$ cat src/rtl/ahbl_pkg.sv
//////////////////////////////////////////////////////////////////////
// Shared constants and types for the AHB-Lite SRAM slave
// Bus widths, memory map, response timing, bus codes, packed records
//////////////////////////////////////////////////////////////////////
`default_nettype none

package ahbl_pkg;

	// Bus widths
	localparam int ADDR_W = 32;
	localparam int DATA_W = 32;
	localparam int BE_W   = DATA_W / 8; // One enable per byte lane

	// Memory map, 1 KiB of words from address zero
	localparam int MEM_WORDS  = 256;
	localparam int WORD_IDX_W = 8;
	localparam logic [ADDR_W-1:0] MEM_BYTES = ADDR_W'(MEM_WORDS * BE_W);

	// Response timing
	localparam int WAIT_STATES = 1; // Low hready_resp cycles per OKAY phase
	localparam int WAIT_CNT_W  = (WAIT_STATES > 0) ? $clog2(WAIT_STATES + 1) : 1;
	localparam logic [WAIT_CNT_W-1:0] WAIT_LAST = WAIT_CNT_W'(WAIT_STATES);

	// Monitor stall limit, counter saturates above it
	localparam int MAX_STALL   = 4;
	localparam int STALL_CNT_W = $clog2(MAX_STALL + 2);

	// HTRANS codes
	localparam logic [1:0] HTRANS_IDLE   = 2'b00;
	localparam logic [1:0] HTRANS_BUSY   = 2'b01;
	localparam logic [1:0] HTRANS_NONSEQ = 2'b10;
	localparam logic [1:0] HTRANS_SEQ    = 2'b11;

	// HSIZE codes, anything above word is refused
	localparam logic [2:0] HSIZE_BYTE = 3'b000;
	localparam logic [2:0] HSIZE_HALF = 3'b001;
	localparam logic [2:0] HSIZE_WORD = 3'b010;

	// HRESP codes
	localparam logic HRESP_OKAY  = 1'b0;
	localparam logic HRESP_ERROR = 1'b1;

	// Address phase as seen on the bus
	typedef struct packed {
		logic [ADDR_W-1:0] haddr;
		logic              hwrite;
		logic [1:0]        htrans;
		logic [2:0]        hsize;
		logic              hsel;
	} ahbl_addr_t;

	// Data-phase record latched by the decoder
	typedef struct packed {
		logic                  active;   // Real transfer in data phase
		logic                  write;
		logic                  err;      // Answer with ERROR
		logic [WORD_IDX_W-1:0] word_idx;
		logic [BE_W-1:0]       byte_en;
	} ahbl_dph_t;

endpackage

`default_nettype wire

$ cat src/rtl/ahbl_resp_gen.sv
//////////////////////////////////////////////////////////////////////
// Response FSM: wait states, two-cycle ERROR, issue strobe to memory
//////////////////////////////////////////////////////////////////////
`timescale 1ns/1ns
`default_nettype none

module ahbl_resp_gen (
	input  logic                clk,
	input  logic                rst_n,
	input  ahbl_pkg::ahbl_dph_t dph,
	input  logic                hready,
	output logic                hready_resp,
	output logic                hresp,
	output logic                issue
);

	typedef enum logic [1:0] {ST_IDLE, ST_WAIT, ST_ERR1, ST_ERR2} rsp_st_t;

	rsp_st_t                         st_q;
	rsp_st_t                         st_cur;
	rsp_st_t                         st_nxt;
	logic [ahbl_pkg::WAIT_CNT_W-1:0] cnt_q;
	logic [ahbl_pkg::WAIT_CNT_W-1:0] cnt_cur;
	logic [ahbl_pkg::WAIT_CNT_W-1:0] cnt_nxt;
	logic                            cnt_done;

	// First cycle of a phase is taken straight from the record
	always_comb begin
		st_cur  = st_q;
		cnt_cur = cnt_q;
		if (st_q == ST_IDLE) begin
			cnt_cur = '0;
			if (dph.active) begin
				st_cur = dph.err ? ST_ERR1 : ST_WAIT;
			end
		end
	end

	assign cnt_done = cnt_cur == ahbl_pkg::WAIT_LAST;
	assign issue    = (st_q == ST_IDLE) && (st_cur == ST_WAIT); // One pulse per phase

	always_comb begin
		hready_resp = 1'b1;                 // Idle phase, OKAY at once
		hresp       = ahbl_pkg::HRESP_OKAY;
		st_nxt      = st_cur;
		cnt_nxt     = cnt_cur;
		case (st_cur)
			ST_WAIT: begin
				hready_resp = cnt_done;
				if (!cnt_done) begin
					cnt_nxt = cnt_cur + 1'b1;
				end else if (hready) begin
					st_nxt = ST_IDLE;
				end
			end
			ST_ERR1: begin
				hready_resp = 1'b0;             // Give the master a cycle to cancel
				hresp       = ahbl_pkg::HRESP_ERROR;
				st_nxt      = ST_ERR2;
			end
			ST_ERR2: begin
				hresp = ahbl_pkg::HRESP_ERROR;
				if (hready) st_nxt = ST_IDLE;
			end
			default: ;
		endcase
	end

	always_ff @(posedge clk or negedge rst_n) begin
		if (!rst_n) begin
			st_q  <= ST_IDLE;
			cnt_q <= '0;
		end else begin
			st_q  <= st_nxt;
			cnt_q <= cnt_nxt;
		end
	end

endmodule

`default_nettype wire

$ cat config.mk
export PLATFORM = sky130hd
export DESIGN_NAME = ahbl_resp_gen
export DESIGN_NICKNAME = d
export VERILOG_FILES = /design/src/rtl/ahbl_pkg.sv /design/src/rtl/ahbl_resp_gen.sv
export SDC_FILE = /design/constraint.sdc
export NUM_CORES = 1
export LEC_CHECK = 0
export BUFFER_PORTS_ARGS = -buffer_cell sky130_fd_sc_hd__buf_4
export CAP_MARGIN = 25
export CELL_PAD_IN_SITES_DETAIL_PLACEMENT = 1
export CELL_PAD_IN_SITES_GLOBAL_PLACEMENT = 2
export CORE_AREA = 2 2 39 41
export CTS_BUF_LIST = sky130_fd_sc_hd__clkbuf_2 sky130_fd_sc_hd__clkbuf_4 sky130_fd_sc_hd__clkbuf_8
export DETAILED_ROUTE_END_ITERATION = 10
export DIE_AREA = 0 0 41 43
export GPL_ROUTABILITY_DRIVEN = 0
export HOLD_SLACK_MARGIN = 0.1
export PLACE_DENSITY = 0.66
export SLEW_MARGIN = 0
export SYNTH_ARGS = -nofsm -noshare
export SYNTH_HDL_FRONTEND = slang
export SYNTH_SLANG_ARGS = --single-unit
$ cat constraint.sdc
create_clock -name clk -period 1.3 [get_ports clk]
set_clock_uncertainty 0.15 [all_clocks]
set_input_delay 0.065 -clock clk [delete_from_list [all_inputs] [get_ports clk]]
set_output_delay 0.065 -clock clk [all_outputs]
set_load 0.01 [all_outputs]
==> impl_metrics.yaml <==
status:
  status: "finished with violations"
  violations: "negative setup slack"
die:
  ioPinCount: 21
  rows: 14
  die_h_um: 43
  fp.dieArea_um2: 1760
  start_util: 0.143
  core_um2: 1380
  dieWidth_um: 41
timing:
  fin_crit_sh: 1.00
  finalSetupTns_ns: -0.00412
  worstMarginPinSlew_ns: 0.185
  setup_viol: 1
  setup_slack_ns: -0.00412
  fin_crit_ns: 1.30
  slew_violations: 0
  clock.fmax_mhz: 767
  slew_headroom: 0.876
  rsz0062_at_grt: "true"
  hold_viol_final: 0
setup_path:
  path_cells: "o21ai_1 -> o31ai_2 -> buf_4"
  cp.required_ns: 1.09
  cp.buffers_inverters: 1
  cp_max_fo: 7
  cp.arrival_ns: 1.09
  setup.worst_path.start_class: "register"
  cp_slowest_cell: "dfrtp_2"
  critPathKind: "register to primary output"
  end_kind: "primary output"
  path_delay_family: "flip-flops"
  slowest_delay_ns: 0.45
run:
  cap_violations: 0
routing:
  antenna_left: 0
  via_count: 203
  drt_iter0_markers: 2
  drc: 0
  wl_um: 541
  via_per_inst: 3.98
  first_pass_iters: 2
  wl_per_cell_um: 10.6
synth:
  yosysSeqAreaShare: 0.380
  syn-cell-area_um2: 198
  synth-adder-area-share: 0
  synth-xor-area-share: 0
  synthesis.nets: 36
  yosysUniqueCellTypes: 15
  synth_top_family_by_area: "compound AO/OA/AOI/OAI gates"
  yosysTopAreaCell: "dfrtp_1"
  avgSynthCellArea_um2: 11.0
  synth-simple-area-share: 0.177
  synth-compound-area-share: 0.329
  synthMuxAreaShare: 0
  ys_ff_latch: 3
  synth_top_cell_area_share: 0.380
  synth_cells: 18
  yosysWarningCount: 0
  synth.area.top_cells: "dfrtp_1 38%, buf_6 11%, nor4b_2 7.6%"
final_layout:
  fillCellCount: 165
  drive_gt1_frac: 0.600
  design_area_um2: 365
  final_cell_mix: "9 x buf_4, 5 x dlygate4sd3_1, 4 x clkbuf_4"
  syn2layout_area_growth_pct: 84.8
  post-route-util: 0.264
  antenna_cells: 0
  final_cells: 51
  nets: 54
  final_common_cell: "buf_4"
power:
  power_density_nw_per_um2: 2020
  power_leakage_nw: 0.159
  ir_worst_vdd_uv: 573
cts:
  clkTransAtPathRegs_ns: 0.04
  cts_made_buffers: 3
  cts.htree.levels: 1
  clk_latency_ns: 0.24
  cts_sinks: 3
  cts_buffer_depth: 2
  root_buffer: "clkbuf_4"
  cts_tree: "yes"
global_route:
  grt_max_degree: 8
  grt_pass1_vias: 222
  antenna_found_initial: 0
  track_usage: 0.0833
  grt_pass1_wl_um: 890
  overflow: 0
place:
  dp_cells: 39
  placedInstanceArea_um2: 248
  portBuffers: 7
  dpl.hpwl_um: 338
hold_path:
  hp-class: "primary input to register"
==> cell type report <==
cell class              instances  area (um^2)  share of cell area
clock buffers                   4         30.0              0.0822
multi-input cells              13          108               0.295
flip-flops and latches          3         77.6               0.212
well taps                      16         20.0              0.0548
repair buffers                 15          130               0.356
==> cells in the mapped netlist (all sizes together) <==
library cell,count
nor4b,1
nand2,1
o211ai,1
o21bai,1
nor2b,1
a21bo,1
o31a,1
nor2,1
o31ai,1
o21ai,2
nand2b,1
dfrtp,3
buf,2
a21oi,1
==> report_power, final <==
part / leakage [nW] / switching [mW] / internal (mW) / total, mW
registers: 0.0320 / 0.0718 / 0.143 / 0.215
logic: 0.108 / 0.138 / 0.196 / 0.334
clock network: 0.0184 / 0.0529 / 0.136 / 0.189
total: 0.159 / 0.263 / 0.475 / 0.738
==> per-stage QoR <==
| step | hold WS [ns] | worst slack (ns) | total power, mW |
|---|---|---|---|
| 6_report | 0.193 | -0.00412 | 0.738 |
| 5_1_grt | 0.221 | -0.0622 | 0.798 |
| 4_1_cts | -0.0715 | -0.0155 | 0.742 |
| 3_5_place_dp | -0.292 | 0.164 | 0.462 |
| 3_3_place_gp | -0.297 | 0.194 | 0.444 |
| 2_1_floorplan | -0.381 | 0.230 | 0.415 |
==> kinds of logic after synthesis <==
family | Yosys count
AOI/OAI and AO/OA | 8
and+or+nand+nor | 5
buffers and inverters | 2
DFF | 3
==> worst min-delay path, cell delays in order <==
cell and delay, ns:
buf_4 0.09, dlymetal6s4s_1 0.20, nand2b_1 0.12, a21oi_1 0.06
==> routing by layer <==
layer	share of wire	track usage
met3	0.10	0.0576
met4	0.031	0.0800
met5	0	0
met1	0.41	0.0868
met2	0.45	0.103
==> flip-flops by register name (all words and copies together), names as in the netlist <==
signal / cells
st_q: 2
cnt_q: 1
==> final timing paths <==
path	start	end	slack, ns	depth (start not counted)
worst max register to register	st_q[1]	st_q[0]	0.15	2
worst max-delay path	st_q[1]	hready_resp	-0.004	3
worst min-delay path	dph[12]	cnt_q	0.19	4
worst min register to register	cnt_q	st_q[0]	0.44	2
max in group asynchronous	rst_n	st_q[1]	0.27	3
min in group asynchronous	rst_n	st_q[0]	0.57	3
==> what timing repair did <==
action,4_1_cts,5_1_grt
pin swaps,2,1
setup buffers,2,0
hold buffers,4,2
hold endpoints to repair,6,3
setup endpoints to repair,3,3
resized for setup,4,2
(Power assumes the default switching activity.)
