`src/rtl/ahbl_pkg.sv`:
```
//////////////////////////////////////////////////////////////////////
// Shared constants and types for the AHB-Lite SRAM slave
// Bus widths, memory map, response timing, bus codes, packed records
//////////////////////////////////////////////////////////////////////
`default_nettype none

package ahbl_pkg;

	// Bus widths
	localparam int ADDR_W = 32;
	localparam int DATA_W = 32;
	localparam int BE_W   = DATA_W / 8; // One enable per byte lane

	// Memory map, 1 KiB of words from address zero
	localparam int MEM_WORDS  = 256;
	localparam int WORD_IDX_W = 8;
	localparam logic [ADDR_W-1:0] MEM_BYTES = ADDR_W'(MEM_WORDS * BE_W);

	// Response timing
	localparam int WAIT_STATES = 1; // Low hready_resp cycles per OKAY phase
	localparam int WAIT_CNT_W  = (WAIT_STATES > 0) ? $clog2(WAIT_STATES + 1) : 1;
	localparam logic [WAIT_CNT_W-1:0] WAIT_LAST = WAIT_CNT_W'(WAIT_STATES);

	// Monitor stall limit, counter saturates above it
	localparam int MAX_STALL   = 4;
	localparam int STALL_CNT_W = $clog2(MAX_STALL + 2);

	// HTRANS codes
	localparam logic [1:0] HTRANS_IDLE   = 2'b00;
	localparam logic [1:0] HTRANS_BUSY   = 2'b01;
	localparam logic [1:0] HTRANS_NONSEQ = 2'b10;
	localparam logic [1:0] HTRANS_SEQ    = 2'b11;

	// HSIZE codes, anything above word is refused
	localparam logic [2:0] HSIZE_BYTE = 3'b000;
	localparam logic [2:0] HSIZE_HALF = 3'b001;
	localparam logic [2:0] HSIZE_WORD = 3'b010;

	// HRESP codes
	localparam logic HRESP_OKAY  = 1'b0;
	localparam logic HRESP_ERROR = 1'b1;

	// Address phase as seen on the bus
	typedef struct packed {
		logic [ADDR_W-1:0] haddr;
		logic              hwrite;
		logic [1:0]        htrans;
		logic [2:0]        hsize;
		logic              hsel;
	} ahbl_addr_t;

	// Data-phase record latched by the decoder
	typedef struct packed {
		logic                  active;   // Real transfer in data phase
		logic                  write;
		logic                  err;      // Answer with ERROR
		logic [WORD_IDX_W-1:0] word_idx;
		logic [BE_W-1:0]       byte_en;
	} ahbl_dph_t;

endpackage

`default_nettype wire

```
`src/rtl/ahbl_addr_decode.sv`:
```
//////////////////////////////////////////////////////////////////////
// Address-phase decoder: legality checks and byte-lane enables
//////////////////////////////////////////////////////////////////////
`timescale 1ns/1ns
`default_nettype none

module ahbl_addr_decode (
	input  logic                 clk,
	input  logic                 rst_n,
	input  ahbl_pkg::ahbl_addr_t addr_ph,
	input  logic                 hready,
	output ahbl_pkg::ahbl_dph_t  dph
);

	ahbl_pkg::ahbl_dph_t       dph_d;
	logic                      req;
	logic                      in_range;
	logic                      misalign;
	logic                      bad_size;
	logic [ahbl_pkg::BE_W-1:0] be;

	// NONSEQ or SEQ with select, BUSY falls out as idle
	assign req      = addr_ph.hsel && addr_ph.htrans[1];
	assign in_range = addr_ph.haddr < ahbl_pkg::MEM_BYTES;

	// Lane placement by size and low address bits
	always_comb begin
		misalign = 1'b0;
		bad_size = 1'b0;
		be       = '0;
		case (addr_ph.hsize)
			ahbl_pkg::HSIZE_BYTE: begin
				be = 4'b0001 << addr_ph.haddr[1:0];
			end
			ahbl_pkg::HSIZE_HALF: begin
				misalign = addr_ph.haddr[0];                      // Odd halfword
				be       = addr_ph.haddr[1] ? 4'b1100 : 4'b0011;
			end
			ahbl_pkg::HSIZE_WORD: begin
				misalign = |addr_ph.haddr[1:0];
				be       = 4'b1111;
			end
			default: bad_size = 1'b1; // Doubleword and up
		endcase
	end

	// Next record, only meaningful when req is set
	always_comb begin
		dph_d          = '0;
		dph_d.active   = req;
		dph_d.write    = addr_ph.hwrite;
		dph_d.err      = req && (!in_range || misalign || bad_size);
		dph_d.word_idx = addr_ph.haddr[ahbl_pkg::WORD_IDX_W+1:2];
		dph_d.byte_en  = req ? be : '0;
	end

	// Record advances only when the bus moves
	always_ff @(posedge clk or negedge rst_n) begin
		if (!rst_n) begin
			dph <= '0;
		end else if (hready) begin
			dph <= dph_d;
		end
	end

	// A legal access always touches at least one lane
	a_be_nonempty: assert property (@(posedge clk) disable iff (!rst_n)
		dph.active && !dph.err |-> dph.byte_en != '0)
		else $error("decode: empty byte enables on legal access");

endmodule

`default_nettype wire

```
`config.mk`:
```
export PLATFORM = sky130hd
export DESIGN_NAME = ahbl_addr_decode
export DESIGN_NICKNAME = d
export VERILOG_FILES = /design/src/rtl/ahbl_pkg.sv /design/src/rtl/ahbl_addr_decode.sv
export SDC_FILE = /design/constraint.sdc
export NUM_CORES = 1
export LEC_CHECK = 0
export ABC_AREA = 1
export BUFFER_PORTS_ARGS = -buffer_cell sky130_fd_sc_hd__clkbuf_2
export CAP_MARGIN = 15
export CORE_MARGIN = 5
export CORE_UTILIZATION = 38
export DETAILED_ROUTE_END_ITERATION = 12
export PLACE_DENSITY_LB_ADDON = 0.12
export SYNTH_ARGS = -nofsm -noshare
export SYNTH_HDL_FRONTEND = slang
export SYNTH_SLANG_ARGS = --single-unit
```
`constraint.sdc`:
```
create_clock -name clk -period 0.9 [get_ports clk]
set_clock_uncertainty 0.1 [all_clocks]
set_input_delay 0.27 -clock clk [delete_from_list [all_inputs] [get_ports clk]]
set_output_delay 0.27 -clock clk [all_outputs]
set_load 0.05 [all_outputs]
```
==> metrics.txt, run 1 <==
# TYPE chip_impl_metric gauge
chip_impl_metric{name="globalRouteOverflowTotal",unit=""} 0
chip_impl_metric{name="drcViolationCount",unit=""} 0
chip_impl_info{name="reg.largest.list",value="dph (15)"} 1
chip_impl_metric{name="cts_sinks",unit=""} 15
chip_impl_info{name="rsz0062_at_grt",value="true"} 1
chip_impl_metric{name="report.final.hold_viol_count",unit=""} 0
chip_impl_info{name="netlist_top_cells_count",value="nand2_1, dfrtp_1, nor2_1"} 1
chip_impl_metric{name="finalWorstSetupSlack",unit="ns"} -0.327
chip_impl_info{name="timing.critical_path.slowest_stage_cell",value="dfrtp_2"} 1
chip_impl_metric{name="yosys_register_bits",unit=""} 15
chip_impl_metric{name="number_of_flip_flops_under_the_largest_register_name",unit=""} 15
chip_impl_metric{name="design.die.area",unit="um2"} 2870
chip_impl_info{name="cell_with_the_most_instances_after_synthesis",value="nand2_1"} 1
chip_impl_metric{name="fp.dieH",unit="um"} 53.6
chip_impl_metric{name="post_drt_wl_per_cell",unit="um"} 10.4
chip_impl_metric{name="power_switching",unit="mW"} 0.542
chip_impl_metric{name="setup_violations",unit=""} 15
chip_impl_info{name="worst_setup_path_start_kind",value="flip-flop"} 1
chip_impl_metric{name="cts.path.max_buffers",unit=""} 2
chip_impl_metric{name="final_layout_size_suffix_gt1_share",unit="%"} 52.2
chip_impl_metric{name="layout.core_utilization",unit="%"} 71.6
chip_impl_metric{name="worst-path-buf-inv",unit=""} 1
chip_impl_metric{name="cts_max_level",unit=""} 1
chip_impl_metric{name="worstSetupPathDepth",unit=""} 1
chip_impl_info{name="synth-main-ff-cell",value="dfrtp_1"} 1
chip_impl_metric{name="internal_power",unit="mW"} 1.14
chip_impl_metric{name="async_set_or_reset_register_ratio_after_synthesis",unit="%"} 100
chip_impl_metric{name="viasPerCell",unit=""} 4.36
chip_impl_metric{name="slew_at_the_pin_with_the_worst_max_slew_slack",unit="ns"} 0.325
chip_impl_metric{name="floorplan.die.width",unit="um"} 53.6
chip_impl_metric{name="cp_max_fo",unit=""} 2
chip_impl_metric{name="maxCapViolCount",unit=""} 0
chip_impl_metric{name="areaGrowthSynthToFinish",unit="%"} 75.3
chip_impl_metric{name="yosys_warnings",unit=""} 0
chip_impl_metric{name="holdPathStages",unit=""} 3
chip_impl_metric{name="num_io_pins",unit=""} 57
chip_impl_info{name="clock_tree_from_tritoncts",value="done"} 1
chip_impl_metric{name="cts_inserted_buffers",unit=""} 3
chip_impl_info{name="post-synth-top-area-cell",value="dfrtp_1"} 1
chip_impl_metric{name="timing.fmax",unit="MHz"} 815
chip_impl_metric{name="maxSlewHeadroom",unit="%"} 78.4
chip_impl_metric{name="r2r_cell_count",unit=""} 3
chip_impl_info{name="setup.worst_path.end_class",value="output port"} 1
chip_impl_metric{name="maximum_number_of_pins_on_one_net_before_global_route_repair",unit=""} 16
chip_impl_metric{name="number_of_drc_violations_after_detailed_routing_iteration_0",unit=""} 3
chip_impl_metric{name="crit_arrival",unit="ns"} 0.86
chip_impl_metric{name="pwr-share-comb",unit="%"} 32.3
chip_impl_metric{name="rows",unit=""} 15
chip_impl_metric{name="fill_cells",unit=""} 146
chip_impl_metric{name="netlist.area_leader.share",unit="%"} 52.1
chip_impl_metric{name="power_per_cell_area",unit="nW/um2"} 1330
chip_impl_metric{name="placeable_core_area",unit="um2"} 1760
chip_impl_metric{name="n_antenna_cell",unit=""} 0
chip_impl_metric{name="port_buffers",unit=""} 55
chip_impl_metric{name="finalCritPeriodShare",unit="%"} 136
chip_impl_metric{name="detail_route.first_pass.iterations",unit=""} 5
chip_impl_metric{name="vdd.ir_drop.worst",unit="mV"} 0.664
chip_impl_metric{name="critPathMaxStageDelay",unit="ns"} 0.43
chip_impl_metric{name="final_antenna_net_count",unit=""} 0
chip_impl_metric{name="initial_antenna_violation_count",unit=""} 0
chip_impl_metric{name="share_clk_of_total_power",unit="%"} 22.0
chip_impl_metric{name="groute.usage.overall",unit="%"} 15.2
chip_impl_metric{name="later_pin_clock_latency_in_the_skew_report",unit="ns"} 0.27
chip_impl_info{name="critical-path-top-delay-family",value="flip-flops"} 1
chip_impl_metric{name="post_synth_instance_area",unit="um2"} 721
chip_impl_metric{name="placement.cell_area",unit="um2"} 1060
chip_impl_metric{name="first_global_vias",unit=""} 775
chip_impl_metric{name="start_util",unit="%"} 40.9
chip_impl_metric{name="synth_seq_area_share",unit="%"} 52.1
chip_impl_info{name="status",value="finished, violations left"} 1
chip_impl_info{name="largest-register",value="dph"} 1
chip_impl_metric{name="post_route_cell_area",unit="um2"} 1260
chip_impl_metric{name="switching_share",unit="%"} 32.1
chip_impl_metric{name="routed_vias",unit=""} 811
chip_impl_metric{name="first_pass_grt_wire_length",unit="um"} 3190
chip_impl_info{name="cts_root_buf",value="clkbuf_4"} 1
chip_impl_metric{name="required",unit="ns"} 0.53
chip_impl_metric{name="syn_area_per_cell",unit="um2"} 7.35
chip_impl_metric{name="total_leakage_power",unit="nW"} 0.675
chip_impl_metric{name="netlist-cell-type-count",unit=""} 15
chip_impl_metric{name="synthCells",unit=""} 98
chip_impl_info{name="hp-class",value="input port to flip-flop"} 1
chip_impl_info{name="synth.top_cells.by_area",value="dfrtp_1, nand2_1, nor2_1"} 1
chip_impl_metric{name="final_nets",unit=""} 204
chip_impl_metric{name="post-dp-hpwl",unit="um"} 1520
chip_impl_info{name="violations",value="negative setup slack"} 1
chip_impl_metric{name="post_synth_edffs",unit=""} 0
chip_impl_metric{name="totalWireLength",unit="um"} 1930
chip_impl_metric{name="maxSlewViolCount",unit=""} 0
chip_impl_info{name="setup.worst_path.class",value="flip-flop to output port"} 1
chip_impl_metric{name="share_seq_of_total_power",unit="%"} 45.7
chip_impl_metric{name="clk_transition_reported_paths",unit="ns"} 0.08
chip_impl_info{name="critical_path.cell_chain",value="buf_8"} 1
chip_impl_metric{name="gp_routability_congestion",unit=""} 0.712
chip_impl_metric{name="mappedNetlistNets",unit=""} 140
chip_impl_metric{name="finalCriticalPeriod",unit="ns"} 1.23
[final cells by class]
| class | count | area [um2] | share of cell area, % |
|---|---|---|---|
| clock buffers | 4 | 26.3 | 2.08 |
| well taps | 25 | 31.3 | 2.48 |
| multi-input cells | 76 | 320 | 25.3 |
| inverters | 5 | 18.8 | 1.49 |
| repair buffers | 61 | 473 | 37.4 |
| flip-flops and latches | 15 | 394 | 31.2 |
[final timing paths]
kind,to,start,slack (ns)
max in group asynchronous,dph[11],rst_n,0.10
min in group asynchronous,dph[0],rst_n,0.34
min reg2reg,dph[11],dph[11],0.41
max,dph[2],dph[2],-0.33
min,dph[8],addr_ph[13],0.09
max reg2reg,dph[10],dph[10],0.03
[timing repair]
item | CTS | global route
hold endpoints to repair | 15 | 0
buffers inserted | 0 | 1
gates resized for setup | 30 | 18
setup endpoints to repair | 15 | 20
hold buffers | 1 | 0
[power by group through the flow]
stage | logic (mW) | clock network (mW) | registers, mW
after detailed placement | 0.441 | 0 | 0.765
final | 0.544 | 0.371 | 0.771
after global routing | 0.588 | 0.415 | 0.777
after floorplan | 0.0988 | 0 | 0.932
after CTS | 0.518 | 0.389 | 0.759
after global placement | 0.434 | 0 | 0.762
[per-stage QoR]
step	setup slack [ns]	TNS, ns	cells	power [mW]	hold WS [ns]
floorplan	-0.0389	-0.0389	98	1.03	-0.126
global placement	-0.204	-2.95	180	1.20	0.0977
detailed placement	-0.221	-3.14	180	1.21	0.102
CTS	-0.356	-5.21	185	1.67	0.0782
global route	-0.356	-5.29	186	1.78	0.0826
finish	-0.327	-4.80	186	1.69	0.0913
[cell families after synthesis]
logic type | Yosys count | synth area share, %
compound gates | 7 | 5.38
buf+inv | 7 | 4.69
flops | 15 | 52.1
simple gates | 69 | 37.8
[cell usage in the layout, fill, tap and decap left out, drive strengths merged]
cell	count
nor3	1
a31oi	1
nand3	4
nand2	48
clkbuf	43
nand4	1
o21ai	5
o21bai	1
inv	5
dlygate4sd3	1
dfrtp	15
buf	21
nor2	15
[routing by layer]
| layer | vias to the layer above | share of wire [%] | GRT usage (%) | wire, um |
|---|---|---|---|---|
| met3 | 2 | 9.2 | 2.77 | 178 |
| met5 | - | 0 | 0 | 0 |
| met2 | 34 | 51 | 26.9 | 982 |
| met1 | 344 | 38 | 17.5 | 741 |
| met4 | 0 | 1.3 | 7.66 | 25 |
| li1 | 431 | - | - | - |
No activity file was read; power rests on OpenSTA's default activity.
==> run 2: changes to the inputs <==
--- a/config.mk
+++ b/config.mk
@@ -8,8 +8,10 @@
 export ABC_AREA = 1
 export BUFFER_PORTS_ARGS = -buffer_cell sky130_fd_sc_hd__clkbuf_2
 export CAP_MARGIN = 15
+export CELL_PAD_IN_SITES_DETAIL_PLACEMENT = 0
+export CELL_PAD_IN_SITES_GLOBAL_PLACEMENT = 2
 export CORE_MARGIN = 5
-export CORE_UTILIZATION = 38
+export CORE_UTILIZATION = 18
 export DETAILED_ROUTE_END_ITERATION = 12
 export PLACE_DENSITY_LB_ADDON = 0.12
 export SYNTH_ARGS = -nofsm -noshare
==> run 2 against run 1 <==
Effect of this change:
- the flow finishes with violations (negative hold slack, negative setup slack)
- non-clock buffer count increased by 2
- core utilization shrank 36 points
- flip-flop and latch count did not move
- clock power increased by 49%
- clock-buffer cell count shrank 1
- global-route usage is 5.3 points lower
- final area is 13% higher
- register-to-register slack better by 0.02 ns
- wire length grew 33%
- critical endpoint unchanged
- highest routed layer unchanged
==> metrics.txt, run 2 (synthesized netlist as in run 1, its figures left out) <==
# TYPE chip_impl_metric gauge
chip_impl_info{name="status",value="finished, violations left"} 1
chip_impl_info{name="violations",value="negative hold slack, negative setup slack"} 1
chip_impl_metric{name="n_antenna_cell",unit=""} 0
chip_impl_metric{name="post_route_cell_area",unit="um2"} 1420
chip_impl_metric{name="timing.fmax",unit="MHz"} 831
chip_impl_info{name="critical_path.cell_chain",value="buf_8"} 1
chip_impl_metric{name="maxCapViolCount",unit=""} 0
chip_impl_info{name="commonest_cells_after_routing_fill_and_taps_aside",value="nand2_1, clkbuf_2, dfrtp_2, buf_8"} 1
chip_impl_info{name="cts_root_buf",value="clkbuf_8"} 1
chip_impl_metric{name="final_antenna_net_count",unit=""} 0
chip_impl_metric{name="number_of_flip_flops_under_the_largest_register_name",unit=""} 15
chip_impl_metric{name="detailroute.wirelength.met3",unit="um"} 190
chip_impl_metric{name="number_of_drc_violations_after_detailed_routing_iteration_0",unit=""} 9
chip_impl_info{name="timing.critical_path.slowest_stage_cell",value="dfrtp_2"} 1
chip_impl_metric{name="groute.usage.overall",unit="%"} 9.97
chip_impl_metric{name="slew_at_the_pin_with_the_worst_max_slew_slack",unit="ns"} 0.394
chip_impl_metric{name="fill_cells",unit=""} 418
chip_impl_metric{name="report.final.hold_viol_count",unit=""} 15
chip_impl_metric{name="initial_antenna_violation_count",unit=""} 0
chip_impl_metric{name="cts_max_level",unit=""} 1
chip_impl_metric{name="cts.path.max_buffers",unit=""} 2
chip_impl_metric{name="maximum_number_of_pins_on_one_net_before_global_route_repair",unit=""} 16
chip_impl_metric{name="total_power",unit="mW"} 1.93
chip_impl_metric{name="finalWorstSetupSlack",unit="ns"} -0.303
chip_impl_metric{name="totalWireLength",unit="um"} 2570
chip_impl_info{name="setup.worst_path.end_class",value="output port"} 1
chip_impl_metric{name="num_io_pins",unit=""} 57
chip_impl_metric{name="share_clk_of_total_power",unit="%"} 28.6
chip_impl_metric{name="finalCriticalPeriod",unit="ns"} 1.20
chip_impl_metric{name="placement.cell_area",unit="um2"} 1110
chip_impl_metric{name="power_switching",unit="mW"} 0.623
chip_impl_metric{name="clk_transition_reported_paths",unit="ns"} 0.07
chip_impl_metric{name="total_leakage_power",unit="nW"} 0.715
chip_impl_info{name="reg.largest.list",value="dph (15)"} 1
chip_impl_info{name="worst_setup_path_start_kind",value="flip-flop"} 1
chip_impl_metric{name="areaGrowthSynthToFinish",unit="%"} 97.4
chip_impl_metric{name="setup_violations",unit=""} 15
chip_impl_info{name="setup.worst_path.class",value="flip-flop to output port"} 1
chip_impl_metric{name="fp.dieH",unit="um"} 73.3
chip_impl_metric{name="met2_length",unit="um"} 1380
chip_impl_metric{name="floorplan.die.width",unit="um"} 73.3
chip_impl_metric{name="pwr-share-comb",unit="%"} 31.4
chip_impl_metric{name="crit_arrival",unit="ns"} 0.83
chip_impl_metric{name="placeable_core_area",unit="um2"} 3940
chip_impl_metric{name="hold_ws",unit="ns"} -0.169
chip_impl_metric{name="layout.cells.non_filler",unit=""} 213
chip_impl_metric{name="final_nets",unit=""} 206
chip_impl_metric{name="dp_cells",unit=""} 208
chip_impl_metric{name="final_layout_size_suffix_gt1_share",unit="%"} 62.0
chip_impl_metric{name="first_pass_grt_wire_length",unit="um"} 4230
chip_impl_metric{name="power_per_cell_area",unit="nW/um2"} 1360
chip_impl_metric{name="maxSlewViolCount",unit=""} 0
chip_impl_metric{name="cts_inserted_buffers",unit=""} 3
chip_impl_metric{name="required",unit="ns"} 0.53
chip_impl_metric{name="routed_vias",unit=""} 854
chip_impl_metric{name="cts_sinks",unit=""} 15
chip_impl_metric{name="vdd.ir_drop.worst",unit="mV"} 0.897
chip_impl_metric{name="first_global_vias",unit=""} 968
chip_impl_info{name="rsz0062_at_grt",value="true"} 1
chip_impl_metric{name="share_seq_of_total_power",unit="%"} 40.0
chip_impl_metric{name="cp_max_fo",unit=""} 2
chip_impl_info{name="mostFrequentLayoutCell",value="nand2_1"} 1
chip_impl_metric{name="globalRouteOverflowTotal",unit=""} 0
chip_impl_metric{name="internal_power",unit="mW"} 1.31
chip_impl_metric{name="rows",unit=""} 23
chip_impl_metric{name="post_drt_wl_per_cell",unit="um"} 12.1
chip_impl_metric{name="detail_route.first_pass.iterations",unit=""} 4
chip_impl_info{name="largest-register",value="dph"} 1
chip_impl_metric{name="port_buffers",unit=""} 55
chip_impl_info{name="critical-path-top-delay-family",value="flip-flops"} 1
chip_impl_metric{name="viasPerCell",unit=""} 4.01
chip_impl_metric{name="switching_share",unit="%"} 32.3
chip_impl_info{name="hp-class",value="input port to async pin"} 1
chip_impl_metric{name="critPathMaxStageDelay",unit="ns"} 0.43
chip_impl_metric{name="placement_setup_slack",unit="ns"} -0.276
chip_impl_metric{name="finalCritPeriodShare",unit="%"} 134
chip_impl_metric{name="m1WireLength",unit="um"} 992
chip_impl_metric{name="maxSlewHeadroom",unit="%"} 73.7
chip_impl_metric{name="gp_routability_congestion",unit=""} 0.781
chip_impl_metric{name="start_util",unit="%"} 18.3
chip_impl_metric{name="later_pin_clock_latency_in_the_skew_report",unit="ns"} 0.24
chip_impl_info{name="clock_tree_from_tritoncts",value="done"} 1
chip_impl_info{name="highest-signal-layer",value="met4"} 1
chip_impl_metric{name="post-dp-hpwl",unit="um"} 2060
chip_impl_metric{name="drcViolationCount",unit=""} 0
chip_impl_metric{name="design.die.area",unit="um2"} 5370
chip_impl_metric{name="worst-path-buf-inv",unit=""} 1
run 2: changes by cell type in the layout (fill, tap and decap cells not counted), sizes merged:
cell and delta:
dlygate4sd3 -1, clkinv +1, buf +5, clkbuf -3
run 2: through the flow:
stage	setup TNS (ns)	util [%]
after global placement	-3.30	28.3
after CTS	-4.66	32.8
after global routing	-4.73	36.1
after floorplan	-0.0389	-
after detailed placement	-3.36	28.3
final	-4.35	36.1
run 2: path summary, 6_finish.rpt:
check                            start      end  slack, ns  cells after the start
setup / recovery                dph[2]   dph[2]      -0.30                      1
hold / removal                   rst_n  dph[14]      -0.17                      1
setup reg to reg               dph[10]  dph[10]       0.05                      3
hold reg to reg                 dph[8]   dph[8]       0.41                      2
max in group asynchronous        rst_n   dph[3]       0.56                      1
min in group clk           addr_ph[11]   dph[6]       0.12                      3
run 2: power groups by stage:
stage	logic [mW]	clock network, mW	registers (mW)
CTS	0.537	0.578	0.760
finish	0.605	0.552	0.773
global route	0.653	0.604	0.779
global placement	0.457	0	0.765
floorplan	0.0988	0	0.932
detailed placement	0.462	0	0.766
run 2: metal layers:
layer	global-route usage (%)	vias to the layer above
li1	-	435
met1	11.4	393
met2	17.9	24
met3	3.97	2
met4	1.23	0
met5	0	-
run 2: final cells by class:
cell class              count  area (um2)  area share [%]
repair buffers             63         507            35.6
flip-flops and latches     15         394            27.7
multi-input cells          76         394            27.7
well taps                  50        62.6            4.40
clock buffers               3        41.3            2.90
inverters                   5        18.8            1.32
clock inverters             1        5.00           0.352
run 2: timing repair:
item                       CTS  global route
resized for setup           31            43
hold endpoints to repair    15            15
pin swaps                    0            15
setup endpoints to repair   16            20
setup buffers                0             1
==> run 3: changes to the inputs <==
--- a/config.mk
+++ b/config.mk
@@ -5,13 +5,13 @@
 export SDC_FILE = /design/constraint.sdc
 export NUM_CORES = 1
 export LEC_CHECK = 0
-export ABC_AREA = 1
+export ABC_AREA = 0
 export BUFFER_PORTS_ARGS = -buffer_cell sky130_fd_sc_hd__clkbuf_2
 export CAP_MARGIN = 15
 export CELL_PAD_IN_SITES_DETAIL_PLACEMENT = 0
 export CELL_PAD_IN_SITES_GLOBAL_PLACEMENT = 2
 export CORE_MARGIN = 5
-export CORE_UTILIZATION = 18
+export CORE_UTILIZATION = 20
 export DETAILED_ROUTE_END_ITERATION = 12
 export PLACE_DENSITY_LB_ADDON = 0.12
 export SYNTH_ARGS = -nofsm -noshare
==> run 3 against run 2 <==
Effect of this change:
- die area is 9.4% lower
- fmax is 2.3% lower
- the flow finishes with violations (negative setup slack)
- synthesized area is 0.87% lower
- non-clock buffer count is 1 higher
- register-to-register slack worse by 0.05 ns
- critical path depth stayed put
- highest routed layer unchanged
- clock power is 31% lower
- first-iteration DRC count is 78% lower
- wire length is 23% lower
- largest power group unchanged
- core utilization is 5.9 points higher
- cell count is 19% lower
- largest cell class unchanged
==> metrics.txt, run 3 <==
# TYPE chip_impl_metric gauge
chip_impl_metric{name="yosys-mux-area-fraction",unit="%"} 14.2
chip_impl_metric{name="final_layout_size_suffix_gt1_share",unit="%"} 79.5
chip_impl_metric{name="grtUsageMet3",unit="%"} 1.45
chip_impl_info{name="hp-class",value="input port to flip-flop"} 1
chip_impl_metric{name="port_buffers",unit=""} 55
chip_impl_metric{name="dp_cells",unit=""} 167
chip_impl_metric{name="first_global_vias",unit=""} 748
chip_impl_metric{name="gp_routability_congestion",unit=""} 0.695
chip_impl_metric{name="met1_usage",unit="%"} 9.37
chip_impl_metric{name="synthCells",unit=""} 61
chip_impl_metric{name="post_synth_edffs",unit=""} 0
chip_impl_metric{name="r2r_cell_count",unit=""} 1
chip_impl_metric{name="power_per_cell_area",unit="nW/um2"} 1270
chip_impl_metric{name="vdd.ir_drop.worst",unit="mV"} 0.314
chip_impl_metric{name="mappedNetlistNets",unit=""} 103
chip_impl_metric{name="globalRouteOverflowTotal",unit=""} 0
chip_impl_metric{name="timing.fmax",unit="MHz"} 812
chip_impl_metric{name="finalWorstSetupSlack",unit="ns"} -0.332
chip_impl_metric{name="final_antenna_net_count",unit=""} 0
chip_impl_metric{name="design.die.area",unit="um2"} 4870
chip_impl_metric{name="total_leakage_power",unit="nW"} 0.641
chip_impl_metric{name="slew_at_the_pin_with_the_worst_max_slew_slack",unit="ns"} 0.336
chip_impl_metric{name="yosys_register_bits",unit=""} 15
chip_impl_info{name="critical_path.cell_chain",value="buf_8"} 1
chip_impl_metric{name="first_pass_grt_wire_length",unit="um"} 3150
chip_impl_metric{name="required",unit="ns"} 0.53
chip_impl_metric{name="clk_transition_reported_paths",unit="ns"} 0.09
chip_impl_info{name="synth.top_cells.by_area",value="dfrtp_1, mux2_2, nor4_1"} 1
chip_impl_metric{name="power_switching",unit="mW"} 0.590
chip_impl_metric{name="placement.cell_area",unit="um2"} 1140
chip_impl_metric{name="post_synth_and_or_nand_nor_area_fraction",unit="%"} 17.2
chip_impl_metric{name="number_of_flip_flops_under_the_largest_register_name",unit=""} 15
chip_impl_metric{name="hold_ws",unit="ns"} 0.112
chip_impl_metric{name="cts_sinks",unit=""} 15
chip_impl_metric{name="final_nets",unit=""} 170
chip_impl_info{name="worst_setup_path_start_kind",value="flip-flop"} 1
chip_impl_metric{name="netlist-cell-type-count",unit=""} 21
chip_impl_info{name="violations",value="negative setup slack"} 1
chip_impl_metric{name="internal_power",unit="mW"} 1.22
chip_impl_metric{name="viasPerCell",unit=""} 4.09
chip_impl_info{name="rsz0062_at_grt",value="true"} 1
chip_impl_metric{name="number_of_drc_violations_after_detailed_routing_iteration_0",unit=""} 2
chip_impl_info{name="synth-main-ff-cell",value="dfrtp_1"} 1
chip_impl_metric{name="setup_violations",unit=""} 18
chip_impl_metric{name="fin_setup_tns",unit="ns"} -4.99
chip_impl_metric{name="share_seq_of_total_power",unit="%"} 43.0
chip_impl_info{name="setup.worst_path.end_class",value="output port"} 1
chip_impl_metric{name="layout.cells.non_filler",unit=""} 173
chip_impl_metric{name="total_power",unit="mW"} 1.81
chip_impl_metric{name="floorplan.die.width",unit="um"} 69.8
chip_impl_metric{name="share_clk_of_total_power",unit="%"} 20.9
chip_impl_metric{name="start_util",unit="%"} 21.1
chip_impl_metric{name="placeable_core_area",unit="um2"} 3390
chip_impl_metric{name="post_synth_fa_ha_maj_area_fraction",unit="%"} 0
chip_impl_metric{name="maximum_number_of_pins_on_one_net_before_global_route_repair",unit=""} 17
chip_impl_metric{name="async_set_or_reset_register_ratio_after_synthesis",unit="%"} 100
chip_impl_metric{name="yosys_warnings",unit=""} 0
chip_impl_metric{name="critPathMaxStageDelay",unit="ns"} 0.43
chip_impl_metric{name="crit_arrival",unit="ns"} 0.86
chip_impl_metric{name="num_io_pins",unit=""} 57
chip_impl_metric{name="finalCritPeriodShare",unit="%"} 137
chip_impl_metric{name="finalCriticalPeriod",unit="ns"} 1.23
chip_impl_info{name="busiest_grt_layer",value="met2"} 1
chip_impl_metric{name="post_synth_instance_area",unit="um2"} 714
chip_impl_metric{name="worstSetupPathDepth",unit=""} 1
chip_impl_metric{name="synth_seq_area_share",unit="%"} 52.5
chip_impl_info{name="cell_with_the_most_instances_after_synthesis",value="dfrtp_1"} 1
chip_impl_info{name="clock_tree_from_tritoncts",value="done"} 1
chip_impl_metric{name="cp_max_fo",unit=""} 2
chip_impl_metric{name="netlist.area_leader.share",unit="%"} 52.5
chip_impl_metric{name="switching_share",unit="%"} 32.5
chip_impl_metric{name="fp.dieH",unit="um"} 69.8
chip_impl_info{name="cts_root_buf",value="clkbuf_4"} 1
chip_impl_info{name="status",value="finished, violations left"} 1
chip_impl_metric{name="drcViolationCount",unit=""} 0
chip_impl_metric{name="fraction_of_synthesized_cell_area_in_xor_and_xnor_cells",unit="%"} 1.23
chip_impl_metric{name="routed_vias",unit=""} 708
chip_impl_info{name="critical-path-top-delay-family",value="flip-flops"} 1
chip_impl_info{name="mostFrequentLayoutCell",value="clkbuf_2"} 1
chip_impl_metric{name="maxSlewViolCount",unit=""} 0
chip_impl_metric{name="groute.usage.overall",unit="%"} 8.04
chip_impl_info{name="commonest_cells_after_routing_fill_and_taps_aside",value="clkbuf_2, buf_8, dfrtp_2"} 1
chip_impl_metric{name="layout.core_utilization",unit="%"} 42.0
chip_impl_metric{name="met2_usage",unit="%"} 13.4
chip_impl_metric{name="compound_gate_portion_of_the_synthesized_area",unit="%"} 8.58
chip_impl_metric{name="placement_setup_slack",unit="ns"} -0.380
chip_impl_metric{name="post_drt_wl_per_cell",unit="um"} 11.4
chip_impl_metric{name="maxCapViolCount",unit=""} 0
chip_impl_info{name="synth_top_family_by_area",value="simple AND/OR/NAND/NOR gates"} 1
chip_impl_info{name="timing.critical_path.slowest_stage_cell",value="dfrtp_2"} 1
chip_impl_metric{name="cts_max_level",unit=""} 1
chip_impl_metric{name="initial_antenna_violation_count",unit=""} 0
chip_impl_metric{name="areaGrowthSynthToFinish",unit="%"} 99.1
chip_impl_metric{name="maxSlewHeadroom",unit="%"} 77.6
chip_impl_info{name="netlist_top_cells_count",value="dfrtp_1, mux2_2, inv_1"} 1
chip_impl_metric{name="fill_cells",unit=""} 322
chip_impl_info{name="post-synth-top-area-cell",value="dfrtp_1"} 1
chip_impl_metric{name="pwr-share-comb",unit="%"} 36.1
chip_impl_metric{name="report.final.hold_viol_count",unit=""} 0
chip_impl_info{name="setup.worst_path.class",value="flip-flop to output port"} 1
chip_impl_metric{name="post-dp-hpwl",unit="um"} 1630
chip_impl_metric{name="later_pin_clock_latency_in_the_skew_report",unit="ns"} 0.27
chip_impl_metric{name="n_antenna_cell",unit=""} 0
chip_impl_metric{name="holdPathStages",unit=""} 2
chip_impl_metric{name="totalWireLength",unit="um"} 1970
chip_impl_info{name="largest-register",value="dph"} 1
chip_impl_metric{name="cts.path.max_buffers",unit=""} 2
chip_impl_info{name="reg.largest.list",value="dph (15)"} 1
chip_impl_metric{name="rows",unit=""} 21
chip_impl_metric{name="worst-path-buf-inv",unit=""} 1
chip_impl_metric{name="post_route_cell_area",unit="um2"} 1420
chip_impl_metric{name="syn_area_per_cell",unit="um2"} 11.7
chip_impl_metric{name="detail_route.first_pass.iterations",unit=""} 4
chip_impl_metric{name="cts_inserted_buffers",unit=""} 3
run 3: per-layer routing:
layer  up-vias  part of all wire, %  wire length, um
li1        356                    -                -
met1       306                   44              874
met2        44                   45              891
met3         2                  9.1              179
met4         0                  1.4               27
met5         -                    0                0
run 3: final timing paths:
check / start / to / slack [ns]
max in group asynchronous: rst_n / dph[7] / 0.12
max: dph[12] / dph[12] / -0.33
min: addr_ph[10] / dph[5] / 0.11
min in group asynchronous: rst_n / dph[9] / 0.31
min reg2reg: dph[13] / dph[13] / 0.45
max reg2reg: dph[6] / dph[6] / 0
run 3: kinds of logic after synthesis:
| family | count (synthesis) |
|---|---|
| simple gates | 17 |
| flops | 15 |
| compound gates | 10 |
| mux | 9 |
| buf+inv | 9 |
| xor+xnor | 1 |
run 3: repair_timing:
| item | in CTS | in global routing |
|---|---|---|
| endpoints found under the hold margin | 15 | 0 |
| resized for setup | 37 | 26 |
| setup endpoints to repair | 20 | 36 |
| pin swaps | 4 | 12 |
| hold buffers | 1 | 0 |
| buffers inserted | 1 | 0 |
run 3: final cells by class:
class	instances	area [um2]	share of cell area, %
timing repair buffer	64	541	38.0
sequential	15	394	27.7
multi-input combinational	37	377	26.5
tap	46	57.6	4.05
inverter	7	26.3	1.85
clock buffer	3	22.5	1.58
clock inverter	1	5.00	0.352
run 3: power by group through the flow:
stage,logic [mW],registers (mW),clock network (mW)
finish,0.654,0.780,0.379
global placement,0.506,0.771,0
CTS,0.613,0.768,0.409
floorplan,0.114,0.964,0
detailed placement,0.509,0.774,0
global route,0.691,0.787,0.432
